File: src/timer_pkg.sv
`default_nettype none

package timer_pkg;

    // ~~~~~~~~~~~~~~~~~~~~~~~~~~~~~~~~~~~~~~~~~~~~~~~~~~~~~~~~~~~
    // Timer FSM states
    // ~~~~~~~~~~~~~~~~~~~~~~~~~~~~~~~~~~~~~~~~~~~~~~~~~~~~~~~~~~~
    typedef enum logic [2:0] {
        IDLE     = 3'b000,
        RUNNING  = 3'b001,
        ONE_SHOT = 3'b010,
        PERIODIC = 3'b011,
        PWM      = 3'b100,
        PWM_RUN  = 3'b101,
        OFF      = 3'b110
    } state_t;

    localparam int COUNT_W = 32;   // Counter and load value width

    // Register map
    localparam logic [1:0] ADDR_CTRL   = 2'd0;
    localparam logic [1:0] ADDR_LOAD   = 2'd1;
    localparam logic [1:0] ADDR_STATUS = 2'd2;
    localparam logic [1:0] ADDR_COUNT  = 2'd3;   // Read only

    // Mode codes
    localparam logic [1:0] MODE_NONE     = 2'd0;
    localparam logic [1:0] MODE_ONE_SHOT = 2'd1;
    localparam logic [1:0] MODE_PERIODIC = 2'd2;
    localparam logic [1:0] MODE_PWM      = 2'd3;

    // ~~~~~~~~~~~~~~~~~~~~~~~~~~~~~~~~~~~~~~~~~~~~~~~~~~~~~~~~~~~
    // Field positions
    // ~~~~~~~~~~~~~~~~~~~~~~~~~~~~~~~~~~~~~~~~~~~~~~~~~~~~~~~~~~~
    localparam int CTRL_START_BIT  = 0;   // Self clearing
    localparam int CTRL_MODE_LSB   = 1;   // Two bits wide
    localparam int CTRL_OFF_BIT    = 3;
    localparam int CTRL_IRQ_EN_BIT = 4;

    localparam int STAT_IRQ_BIT = 0;   // Write 1 to clear
    localparam int STAT_CNT_LSB = 16;
    localparam int STAT_CNT_W   = 16;  // Timeout counter wraps at this width

endpackage

`default_nettype wire

File: src/timer_regs.sv
`timescale 1ns/1ps
`default_nettype none

module timer_regs import timer_pkg::*; (
    input  logic                  prescaled_clk,
    input  logic                  reset_n,
    input  logic                  wr_en,
    input  logic [1:0]            addr,
    input  logic [31:0]           wdata,
    input  logic [COUNT_W-1:0]    current_count,
    input  logic                  irq_status,
    input  logic [STAT_CNT_W-1:0] timeout_count,

    output logic [31:0]           rdata,
    output logic [COUNT_W-1:0]    load_value,
    output logic [1:0]            mode,
    output logic                  start,
    output logic                  pwm_mode,
    output logic                  off_signal,
    output logic                  irq_en,
    output logic                  irq_clear
);

    // ~~~~~~~~~~~~~~~~~~~~~~~~~~~~~~~~~~~~~~~~~~~~~~~~~~~~~~~~~~~
    // Register writes
    // ~~~~~~~~~~~~~~~~~~~~~~~~~~~~~~~~~~~~~~~~~~~~~~~~~~~~~~~~~~~
    always_ff @(posedge prescaled_clk or negedge reset_n) begin
        if (!reset_n) begin
            load_value <= '0;
            mode       <= MODE_NONE;
            off_signal <= 1'b0;
            irq_en     <= 1'b0;
            start      <= 1'b0;
            irq_clear  <= 1'b0;
        end else begin
            // Pulses last one cycle unless rewritten
            start     <= 1'b0;
            irq_clear <= 1'b0;
            if (wr_en) begin
                case (addr)
                    ADDR_CTRL: begin
                        mode       <= wdata[CTRL_MODE_LSB +: 2];
                        off_signal <= wdata[CTRL_OFF_BIT];
                        irq_en     <= wdata[CTRL_IRQ_EN_BIT];
                        start      <= wdata[CTRL_START_BIT];
                    end
                    ADDR_LOAD: begin
                        load_value <= wdata[COUNT_W-1:0];
                    end
                    ADDR_STATUS: begin
                        irq_clear <= wdata[STAT_IRQ_BIT];
                    end
                    default: begin
                        // COUNT ignores writes
                    end
                endcase
            end
        end
    end

    assign pwm_mode = (mode == MODE_PWM);

    // ~~~~~~~~~~~~~~~~~~~~~~~~~~~~~~~~~~~~~~~~~~~~~~~~~~~~~~~~~~~
    // Readback
    // ~~~~~~~~~~~~~~~~~~~~~~~~~~~~~~~~~~~~~~~~~~~~~~~~~~~~~~~~~~~
    always_comb begin
        rdata = '0;
        case (addr)
            ADDR_CTRL: begin
                rdata[CTRL_MODE_LSB +: 2] = mode;   // Start bit reads as 0
                rdata[CTRL_OFF_BIT]       = off_signal;
                rdata[CTRL_IRQ_EN_BIT]    = irq_en;
            end
            ADDR_LOAD: begin
                rdata[COUNT_W-1:0] = load_value;
            end
            ADDR_STATUS: begin
                rdata[STAT_IRQ_BIT]                 = irq_status;
                rdata[STAT_CNT_LSB +: STAT_CNT_W]   = timeout_count;
            end
            default: begin
                rdata[COUNT_W-1:0] = current_count;
            end
        endcase
    end

    // Software must space its strobes
    a_pulses_single: assert property (
        @(posedge prescaled_clk) disable iff (!reset_n)
        (start |=> !start) and (irq_clear |=> !irq_clear)
    );

endmodule

`default_nettype wire

File: src/down_counter.sv
`timescale 1ns/1ps
`default_nettype none

module down_counter import timer_pkg::*; (
    input  logic               prescaled_clk,
    input  logic               reset_n,
    input  logic               enable,
    input  logic               reload_signal,
    input  logic               pwm_signal,
    input  logic [COUNT_W-1:0] load_value,
    input  logic [1:0]         mode,

    output logic [COUNT_W-1:0] current_count,
    output logic               one_shot,
    output logic               periodic
);

    logic count_zero;
    logic expired;

    assign count_zero = (current_count == '0);

    // Reload has priority over counting
    always_ff @(posedge prescaled_clk or negedge reset_n) begin
        if (!reset_n) begin
            current_count <= '0;
        end else if (reload_signal || pwm_signal) begin
            current_count <= load_value;
        end else if (enable && !count_zero) begin
            current_count <= current_count - COUNT_W'(1);
        end
    end

    // ~~~~~~~~~~~~~~~~~~~~~~~~~~~~~~~~~~~~~~~~~~~~~~~~~~~~~~~~~~~
    // Expiry events, same cycle as zero
    // ~~~~~~~~~~~~~~~~~~~~~~~~~~~~~~~~~~~~~~~~~~~~~~~~~~~~~~~~~~~
    assign expired  = enable && count_zero;
    assign one_shot = expired && (mode == MODE_ONE_SHOT);
    assign periodic = expired && (mode == MODE_PERIODIC);

    // No underflow from zero unless a reload brings it in
    a_no_wrap: assert property (
        @(posedge prescaled_clk) disable iff (!reset_n)
        (count_zero && !reload_signal && !pwm_signal) |=> (current_count != '1)
    );

endmodule

`default_nettype wire

File: src/counter_fsm.sv
`timescale 1ns/1ps
`default_nettype none

module counter_fsm import timer_pkg::*; (
    input  logic               prescaled_clk,
    input  logic               reset_n,
    input  logic               start,
    input  logic               one_shot,
    input  logic               periodic,
    input  logic               pwm_mode,
    input  logic               off_signal,
    input  logic [COUNT_W-1:0] current_count,

    output logic               enable,
    output logic               reload_signal,
    output logic               pwm_signal,
    output logic               time_out,
    output logic               pwm_out
);

    state_t state;
    state_t next_state;

    always_ff @(posedge prescaled_clk or negedge reset_n) begin
        if (!reset_n) begin
            state <= IDLE;
        end else begin
            state <= next_state;
        end
    end

    // ~~~~~~~~~~~~~~~~~~~~~~~~~~~~~~~~~~~~~~~~~~~~~~~~~~~~~~~~~~~
    // Next state
    // ~~~~~~~~~~~~~~~~~~~~~~~~~~~~~~~~~~~~~~~~~~~~~~~~~~~~~~~~~~~
    always_comb begin
        next_state = state;
        case (state)
            IDLE: begin
                if (start) next_state = RUNNING;
            end
            RUNNING: begin
                // Expiry first, then PWM, then off
                if (one_shot) begin
                    next_state = ONE_SHOT;
                end else if (periodic) begin
                    next_state = PERIODIC;
                end else if (pwm_mode) begin
                    next_state = PWM;
                end else if (off_signal) begin
                    next_state = OFF;
                end
            end
            ONE_SHOT: next_state = IDLE;
            PERIODIC: next_state = RUNNING;
            PWM:      next_state = PWM_RUN;
            PWM_RUN: begin
                if (current_count == '0) next_state = PERIODIC;   // End of high phase
            end
            OFF: begin
                if (!off_signal) next_state = RUNNING;
            end
            default: next_state = IDLE;
        endcase
    end

    // ~~~~~~~~~~~~~~~~~~~~~~~~~~~~~~~~~~~~~~~~~~~~~~~~~~~~~~~~~~~
    // Output decode
    // ~~~~~~~~~~~~~~~~~~~~~~~~~~~~~~~~~~~~~~~~~~~~~~~~~~~~~~~~~~~
    always_comb begin
        enable        = 1'b0;
        reload_signal = 1'b0;
        pwm_signal    = 1'b0;
        time_out      = 1'b0;
        pwm_out       = 1'b0;
        case (state)
            IDLE:     reload_signal = 1'b1;   // Keep count at load value
            RUNNING:  enable = 1'b1;
            ONE_SHOT, PERIODIC: begin
                reload_signal = 1'b1;
                time_out      = 1'b1;
            end
            PWM:      pwm_signal = 1'b1;      // Load for the high phase
            PWM_RUN: begin
                enable  = 1'b1;
                pwm_out = 1'b1;
            end
            default: begin
                // OFF freezes the count
            end
        endcase
    end

    a_out_exclusive: assert property (
        @(posedge prescaled_clk) disable iff (!reset_n)
        !(time_out && pwm_out)
    );

    // A timeout always returns through RUNNING or IDLE
    a_timeout_single: assert property (
        @(posedge prescaled_clk) disable iff (!reset_n)
        time_out |=> !time_out
    );

endmodule

`default_nettype wire

File: src/timer_output.sv
`timescale 1ns/1ps
`default_nettype none

module timer_output import timer_pkg::*; (
    input  logic                  prescaled_clk,
    input  logic                  reset_n,
    input  logic                  time_out,
    input  logic                  pwm_out,
    input  logic                  irq_en,
    input  logic                  irq_clear,

    output logic                  pwm_pin,
    output logic                  irq,
    output logic                  irq_status,
    output logic [STAT_CNT_W-1:0] timeout_count
);

    // Registered pin, glitch free for the pad
    always_ff @(posedge prescaled_clk or negedge reset_n) begin
        if (!reset_n) begin
            pwm_pin <= 1'b0;
        end else begin
            pwm_pin <= pwm_out;
        end
    end

    // ~~~~~~~~~~~~~~~~~~~~~~~~~~~~~~~~~~~~~~~~~~~~~~~~~~~~~~~~~~~
    // Sticky interrupt
    // ~~~~~~~~~~~~~~~~~~~~~~~~~~~~~~~~~~~~~~~~~~~~~~~~~~~~~~~~~~~
    always_ff @(posedge prescaled_clk or negedge reset_n) begin
        if (!reset_n) begin
            irq_status <= 1'b0;
        end else if (time_out) begin
            irq_status <= 1'b1;   // Set beats clear
        end else if (irq_clear) begin
            irq_status <= 1'b0;
        end
    end

    assign irq = irq_status && irq_en;

    // Timeout events seen by software, wraps
    always_ff @(posedge prescaled_clk or negedge reset_n) begin
        if (!reset_n) begin
            timeout_count <= '0;
        end else if (time_out) begin
            timeout_count <= timeout_count + STAT_CNT_W'(1);
        end
    end

endmodule

`default_nettype wire

File: src/timer_top.sv
`timescale 1ns/1ps
`default_nettype none

module timer_top import timer_pkg::*; (
    input  logic        prescaled_clk,
    input  logic        reset_n,
    input  logic        wr_en,
    input  logic [1:0]  addr,
    input  logic [31:0] wdata,

    output logic [31:0] rdata,
    output logic        pwm_pin,
    output logic        irq
);

    // Register block controls
    logic [COUNT_W-1:0]    load_value;
    logic [1:0]            mode;
    logic                  start;
    logic                  pwm_mode;
    logic                  off_signal;
    logic                  irq_en;
    logic                  irq_clear;

    // Counter and FSM
    logic [COUNT_W-1:0]    current_count;
    logic                  one_shot;
    logic                  periodic;
    logic                  enable;
    logic                  reload_signal;
    logic                  pwm_signal;
    logic                  time_out;
    logic                  pwm_out;

    // Status back to software
    logic                  irq_status;
    logic [STAT_CNT_W-1:0] timeout_count;

    timer_regs u_timer_regs (
        .prescaled_clk (prescaled_clk),
        .reset_n       (reset_n),
        .wr_en         (wr_en),
        .addr          (addr),
        .wdata         (wdata),
        .current_count (current_count),
        .irq_status    (irq_status),
        .timeout_count (timeout_count),
        .rdata         (rdata),
        .load_value    (load_value),
        .mode          (mode),
        .start         (start),
        .pwm_mode      (pwm_mode),
        .off_signal    (off_signal),
        .irq_en        (irq_en),
        .irq_clear     (irq_clear)
    );

    down_counter u_down_counter (
        .prescaled_clk (prescaled_clk),
        .reset_n       (reset_n),
        .enable        (enable),
        .reload_signal (reload_signal),
        .pwm_signal    (pwm_signal),
        .load_value    (load_value),
        .mode          (mode),
        .current_count (current_count),
        .one_shot      (one_shot),
        .periodic      (periodic)
    );

    counter_fsm u_counter_fsm (
        .prescaled_clk (prescaled_clk),
        .reset_n       (reset_n),
        .start         (start),
        .one_shot      (one_shot),
        .periodic      (periodic),
        .pwm_mode      (pwm_mode),
        .off_signal    (off_signal),
        .current_count (current_count),
        .enable        (enable),
        .reload_signal (reload_signal),
        .pwm_signal    (pwm_signal),
        .time_out      (time_out),
        .pwm_out       (pwm_out)
    );

    timer_output u_timer_output (
        .prescaled_clk (prescaled_clk),
        .reset_n       (reset_n),
        .time_out      (time_out),
        .pwm_out       (pwm_out),
        .irq_en        (irq_en),
        .irq_clear     (irq_clear),
        .pwm_pin       (pwm_pin),
        .irq           (irq),
        .irq_status    (irq_status),
        .timeout_count (timeout_count)
    );

endmodule

`default_nettype wire

File: config.mk
export PLATFORM = sky130hd
export DESIGN_NAME = timer_top
export DESIGN_NICKNAME = d
export VERILOG_FILES = /design/src/timer_pkg.sv /design/src/timer_regs.sv /design/src/down_counter.sv /design/src/counter_fsm.sv /design/src/timer_output.sv /design/src/timer_top.sv
export SDC_FILE = /design/constraint.sdc
export NUM_CORES = 1
export LEC_CHECK = 0
export ABC_AREA = 0
export BUFFER_PORTS_ARGS = -buffer_cell sky130_fd_sc_hd__buf_4
export CAP_MARGIN = 40
export CORE_ASPECT_RATIO = 0.75
export CORE_MARGIN = 1.5
export CORE_UTILIZATION = 35
export DETAILED_ROUTE_END_ITERATION = 8
export GPL_ROUTABILITY_DRIVEN = 0
export HOLD_SLACK_MARGIN = 0.1
export SETUP_SLACK_MARGIN = 0.4
export SLEW_MARGIN = 0
export SYNTH_ARGS = -nofsm -noshare
export SYNTH_HDL_FRONTEND = slang
export SYNTH_HIERARCHICAL = 1
export SYNTH_SLANG_ARGS = --single-unit
export TNS_END_PERCENT = 5
File: constraint.sdc
create_clock -name prescaled_clk -period 5.3 [get_ports prescaled_clk]
set_input_delay 0.53 -clock prescaled_clk [delete_from_list [all_inputs] [get_ports prescaled_clk]]
set_output_delay 0.53 -clock prescaled_clk [all_outputs]
set_load 0.005 [all_outputs]
==> results of run 1 <==
-- worst min-delay path by stage --
stage / slack (ps) / endpoint / depth (start not counted)
after global placement: 410 / u_timer_output/pwm_pin$_DFF_PN0_ / 1
final: 410 / u_timer_regs/load_value[11]$_DFFE_PN0P_ / 2
after global routing: 400 / u_timer_regs/load_value[11]$_DFFE_PN0P_ / 2
after CTS: 400 / u_timer_regs/load_value[25]$_DFFE_PN0P_ / 2
after floorplan: 230 / u_counter_fsm/state[0]$_DFFE_PN0P_ / 0
after detailed placement: 410 / u_timer_regs/mode[0]$_DFFE_PN0P_ / 1
-- synthesized netlist by cell type (4+ instances only) --
cell	number	area share
buf_2	5	0.0046
and2_1	4	0.0046
a22o_1	21	0.034
buf_4	5	0.0069
nor4_2	5	0.011
and3_1	4	0.0046
dfrtp_1	91	0.42
a31oi_1	20	0.023
o31ai_1	4	0.0055
nor4_1	9	0.010
clkbuf_1	8	0.0055
or3_1	7	0.0080
mux2i_1	12	0.022
buf_6	8	0.017
nand2_1	32	0.022
o21ai_0	19	0.017
inv_1	9	0.0062
nor2_1	34	0.023
nand3_1	10	0.0092
nor2b_1	14	0.016
or4_1	8	0.011
mux2_2	28	0.058
mux2_4	30	0.083
nand4_1	6	0.0069
xor2_1	6	0.0096
xnor2_1	20	0.032
-- critical path, stage by stage, from the launching register on --
cell	delay [ps]
dfrtp_1	460
inv_1	90
ha_1	170
nor3b_1	360
nand3_1	370
nor4_2	560
nor4bb_1	450
nor3_1	110
nor2b_1	150
a21oi_1	140
o211ai_1	90
-- flip-flops by register name, indices dropped and copies added, names as in the netlist --
register / flops
u_timer_regs/off_signal: 1
u_timer_regs/irq_en: 1
u_timer_output/pwm_pin: 1
u_down_counter/current_count: 32
u_timer_regs/load_value: 32
u_counter_fsm/state: 3
u_timer_output/timeout_count: 16
u_timer_output/irq_status: 1
u_timer_regs/mode: 2
u_timer_regs/start: 1
u_timer_regs/irq_clear: 1
-- cell usage in the layout, fill, tap and decap left out, types with 6 or more instances in the layout --
cell and instances:
dfrtp_1 91, buf_4 74, nor2_1 33, nand2_1 32, mux2_4 30, mux2_2 28
a22o_1 21, a31oi_1 20, xnor2_1 20, o21ai_0 19, nor2b_1 14, mux2i_1 12
nand3_1 10, clkbuf_16 9, inv_1 9, nor4_1 9, or4_1 8, or3_1 7
nand4_1 6, xor2_1 6
-- report_power, final --
part | total [mW] | internal [mW] | leakage [nW] | switching [mW]
Clock | 0.741 | 0.473 | 0.169 | 0.269
Combinational | 1.10 | 0.556 | 1.53 | 0.543
Sequential | 1.26 | 0.907 | 1.11 | 0.351
Total | 3.10 | 1.94 | 2.81 | 1.16
-- layer usage --
metal / track usage / up-vias
li1: - / 1968
met1: 0.260 / 2054
met2: 0.244 / 121
met3: 0.0395 / 13
met4: 0.0427 / 0
met5: 0 / -
-- through the flow --
stage	instances	worst slack [ps]	power (mW)	hold slack (ps)
after CTS	763	2250	3.12	397
after floorplan	493	2780	1.99	234
final	763	2220	3.10	414
after global routing	763	1840	3.32	400
after global placement	745	2510	2.31	407
after detailed placement	746	2270	2.35	408
-- cell families after synthesis --
kind of cell / Yosys count
AOI/OAI and AO/OA: 95
xor gates and xnor gates: 26
adders and majority gates: 2
buffers and inverters: 36
DFF: 91
muxes: 70
and+or+nand+nor: 173
-- final cells by class --
| cell class | instances | area [µm²] |
|---|---|---|
| clock buffer | 11 | 243 |
| clock inverter | 5 | 100 |
| fill | 1486 | 8760 |
| inverter | 9 | 33.8 |
| multi-input combinational | 366 | 2960 |
| sequential | 91 | 2280 |
| tap | 205 | 256 |
| timing repair buffer | 76 | 593 |
==> impl_metrics.ini, run 1 <==
[status]
status = complete, no violations

[power_and_ir_drop]
max-vdd-ir-drop_mv = 0.244
powerDensity_mw_per_mm2 = 480
power.leakage_nw = 2.81

[logic_synthesis]
syn_area_mm2 = 0.00546
synth-compound-area-share = 0.129
syn-num-nets = 532
synthDistinctLibCells = 72
synth_fa_ha_area_frac = 0.00459
synth_enable_flop_cells = 0
yosys.area_share.xor_xnor = 0.0417
ys_seq_area_frac = 0.417
synth_top_family_by_area = simple AND/OR/NAND/NOR gates
postSynthCellCount = 493
ys_warn_count = 6
synth_flop_cell = dfrtp_1
synth.area.mux_share = 0.162
avgSynthCellArea_um2 = 11.1
async_flop_share = 1.00
synth-simple-area-share = 0.204
yosys_register_bits = 91

[routing]
drcViolationCount = 0
finalWirelength_um = 13500
dr_wl_met3_um = 736
drtIter0Drc = 283
num_vias = 4156
antenna_left = 0
wl_per_cell_um = 17.7
routed_via_density = 5.45
dr_wl_met2_um = 5630
drt-met1-wl_um = 7010
top_layer_used = met4
first_pass_iters = 4

[worst_setup_path]
r2r_end = u_counter_fsm/state[2]$_DFFE_PN0P_
start_kind = register
critical_path.startpoint = u_down_counter/current_count[0]$_DFFE_PN0P_
cp_max_fo = 7
rrSetupSlack_ps = 2220
critPathRequiredTime_ps = 5510
arrival_ps = 3290
path_class = reg2reg
r2r_start = u_down_counter/current_count[0]$_DFFE_PN0P_
r2r.worst_path.cells = 10
worstSetupEndpoint = u_counter_fsm/state[2]$_DFFE_PN0P_
end_kind = register

[finish]
design_area_mm2 = 0.00646
drive_above_1_share = 0.317
syn2layout_area_growth_pct = 18.4
antennaDiodeCount = 0
fin_util = 0.424
num-nets-final = 592

[sta]
fin_crit_sh = 0.581
setup_tns_ps = 0
skew_ps = 5.85
finalHoldViolations = 0
rsz0062_at_grt = false
post-route-min-period_ps = 3080
setup_viol_count_final = 0
fmax_ghz = 0.325
worst_pin_slew_ps = 895
max_slew_margin = 0.398
slew_viol_final = 0

[die]
num_rows = 39
io_pins = 71
die-area_mm2 = 0.0164
core_mm2 = 0.0152
die-height_um = 111
start_util = 0.358
die_w_um = 147

[global_route]
grt_first_pass_wirelength_um = 22400
grt_overflow_total = 0
grt_start_max_net_pins = 45
grt_usage = 0.172
antenna_found_initial = 0
grt_pass1_vias = 4131

[cts]
post_cts_resized = 0
insertion_delay_ps = 340
clkTransAtPathRegs_ps = 60
post-cts-setup-buffers = 0
cts_max_path_buffers = 2
h-tree-depth = 3
cts_buffers = 9
tritoncts = done
clock-root-buffer = clkbuf_16
cts_hold_buf = 1
cts_sinks = 91

[place]
io_buffers = 70
dp_hpwl_um = 9400
place_area_mm2 = 0.00611

[worst_hold_path]
hold_class = in2reg
min_from = wdata[11]

[flow_run]
maxCapViolations = 0
(Power assumes the default switching activity.)
==> inputs of run 2 (changes only) <==
clock period = 3.08 ns   (was 5.3 ns; I/O delays follow)
==> impl_metrics.ini, run 2 (synthesis results as in run 1) <==
[sta]
worst_pin_slew_ps = 709
max_slew_margin = 0.515
fin_crit_sh = 0.832
post-route-min-period_ps = 2560
finalHoldViolations = 0
setup_viol_count_final = 0
rsz0062_at_grt = true
setup_tns_ps = 0
slew_viol_final = 0
skew_ps = 5.99
fmax_ghz = 0.390

[finish]
syn2layout_area_growth_pct = 19.3
design_area_mm2 = 0.00651
antennaDiodeCount = 0
final_common_cell = dfrtp_1
drive_above_1_share = 0.333
num-nets-final = 599
fillers = 1475
top_regs = u_down_counter/current_count (32), u_timer_regs/load_value (32), u_timer_output/timeout_count (16)
final_cell_mix = dfrtp_1, buf_4, nor2_1, nand2_1, mux2_4

[place]
io_buffers = 70
place_area_mm2 = 0.00615
dp_hpwl_um = 9850

[worst_setup_path]
r2r.worst_path.cells = 5
cpPeakStageDelay_ps = 630
cp_cell_sequence = or4_1, and3b_1, a211oi_1, and3_1, a211o_1
r2r_start = u_down_counter/current_count[29]$_DFFE_PN0P_
critical_path.startpoint = u_down_counter/current_count[29]$_DFFE_PN0P_
critPathRequiredTime_ps = 3310
cp_max_fo = 13
start_kind = register
cp.depth = 5
end_kind = register
slowest_stage = or4_1
critPathTopFamily = simple AND/OR/NAND/NOR gates
arrival_ps = 2800
path_class = reg2reg
path_buf_inv = 0

[routing]
wl_per_cell_um = 18.1
dr_wl_met2_um = 6100
top_layer_used = met4
drcViolationCount = 0
dr_wl_met3_um = 658
routed_via_density = 5.46
drtIter0Drc = 237
num_vias = 4206
antenna_left = 0
drt-met1-wl_um = 7080
finalWirelength_um = 14000
first_pass_iters = 4

[global_route]
grt_start_max_net_pins = 53
grt_overflow_total = 0
antenna_found_initial = 0
grt_usage = 0.178
grt_pass1_vias = 4311
grt_first_pass_wirelength_um = 23100

[die]
core_mm2 = 0.0152
io_pins = 71
num_rows = 39
die_w_um = 147
die-area_mm2 = 0.0164
start_util = 0.358
die-height_um = 111

[worst_hold_path]
hold_class = in2reg
min_from = wdata[25]
min_path_cells = 2

[cts]
cts_buffers = 9
cts_sinks = 91
insertion_delay_ps = 340
clock-root-buffer = clkbuf_16
post-cts-setup-buffers = 0
clkTransAtPathRegs_ps = 70
h-tree-depth = 3
tritoncts = done
cts_max_path_buffers = 2

[flow_run]
maxCapViolations = 0

[power_and_ir_drop]
powerDensity_mw_per_mm2 = 819
max-vdd-ir-drop_mv = 0.317
power.leakage_nw = 2.83

[status]
status = complete, no violations
[run 2: cell count changes in the layout (fill, tap and decap cells not counted)]
cell and delta:
clkinvlp_4 +1, nor4_1 -2, nor3b_2 +1, buf_16 -1, nor4bb_1 -2, clkbuf_1 +1, nor3b_1 -1, clkbuf_8 -1
buf_4 +7, bufinv_16 -1, buf_12 +1, nor4bb_2 +2, nor4_2 +1, nor4_4 +1
[run 2: path summary, 6_finish.rpt]
| kind | endpoint | slack, ps |
|---|---|---|
| hold reg to reg | u_timer_output/timeout_count[15]$_DFFE_PN0P_ | 480 |
| min in group asynchronous | u_timer_regs/load_value[4]$_DFFE_PN0P_ | 570 |
| max in group asynchronous | u_timer_output/timeout_count[5]$_DFFE_PN0P_ | 1750 |
| hold / removal | u_timer_regs/load_value[25]$_DFFE_PN0P_ | 190 |
| setup / recovery | u_down_counter/current_count[16]$_DFFE_PN0P_ | 520 |
| setup reg to reg | u_down_counter/current_count[16]$_DFFE_PN0P_ | 520 |
[run 2: cell type report]
| class | instances | area [µm²] | share of cell area |
|---|---|---|---|
| multi-input combinational | 366 | 3000 | 0.460 |
| sequential | 91 | 2280 | 0.350 |
| timing repair buffer | 83 | 638 | 0.0980 |
| tap | 205 | 256 | 0.0394 |
| clock buffer | 11 | 233 | 0.0357 |
| clock inverter | 5 | 77.6 | 0.0119 |
| inverter | 9 | 33.8 | 0.00519 |
[run 2: per-layer routing]
layer / vias to the layer above / GRT usage
met5: - / 0
met3: 14 / 0.0354
met1: 2098 / 0.266
met2: 113 / 0.262
li1: 1981 / -
met4: 0 / 0.0393
[run 2: power by group]
| part | internal, mW | leakage (nW) | switching [mW] |
|---|---|---|---|
| registers | 1.56 | 1.11 | 0.597 |
| clock network | 0.709 | 0.150 | 0.471 |
| logic | 1.01 | 1.57 | 0.983 |
[run 2: metrics by stage]
step | setup slack, ps | utilization | hold WS [ps] | std cells | power (mW)
global placement | 462 | 0.404 | 398 | 753 | 4.04
CTS | 547 | 0.426 | 181 | 770 | 5.34
finish | 517 | 0.428 | 190 | 770 | 5.33
detailed placement | 335 | 0.404 | 409 | 753 | 4.13
global route | 393 | 0.428 | 182 | 770 | 5.68
floorplan | 560 | - | 12.4 | 493 | 3.42
[run 2: what timing repair did]
item / in CTS / in global routing
cloned: 0 / 0
pin swaps: 0 / 1
setup endpoints to repair: 1 / 1
hold endpoints to repair: 50 / 0
hold buffers: 1 / 0
gates resized for setup: 2 / 4
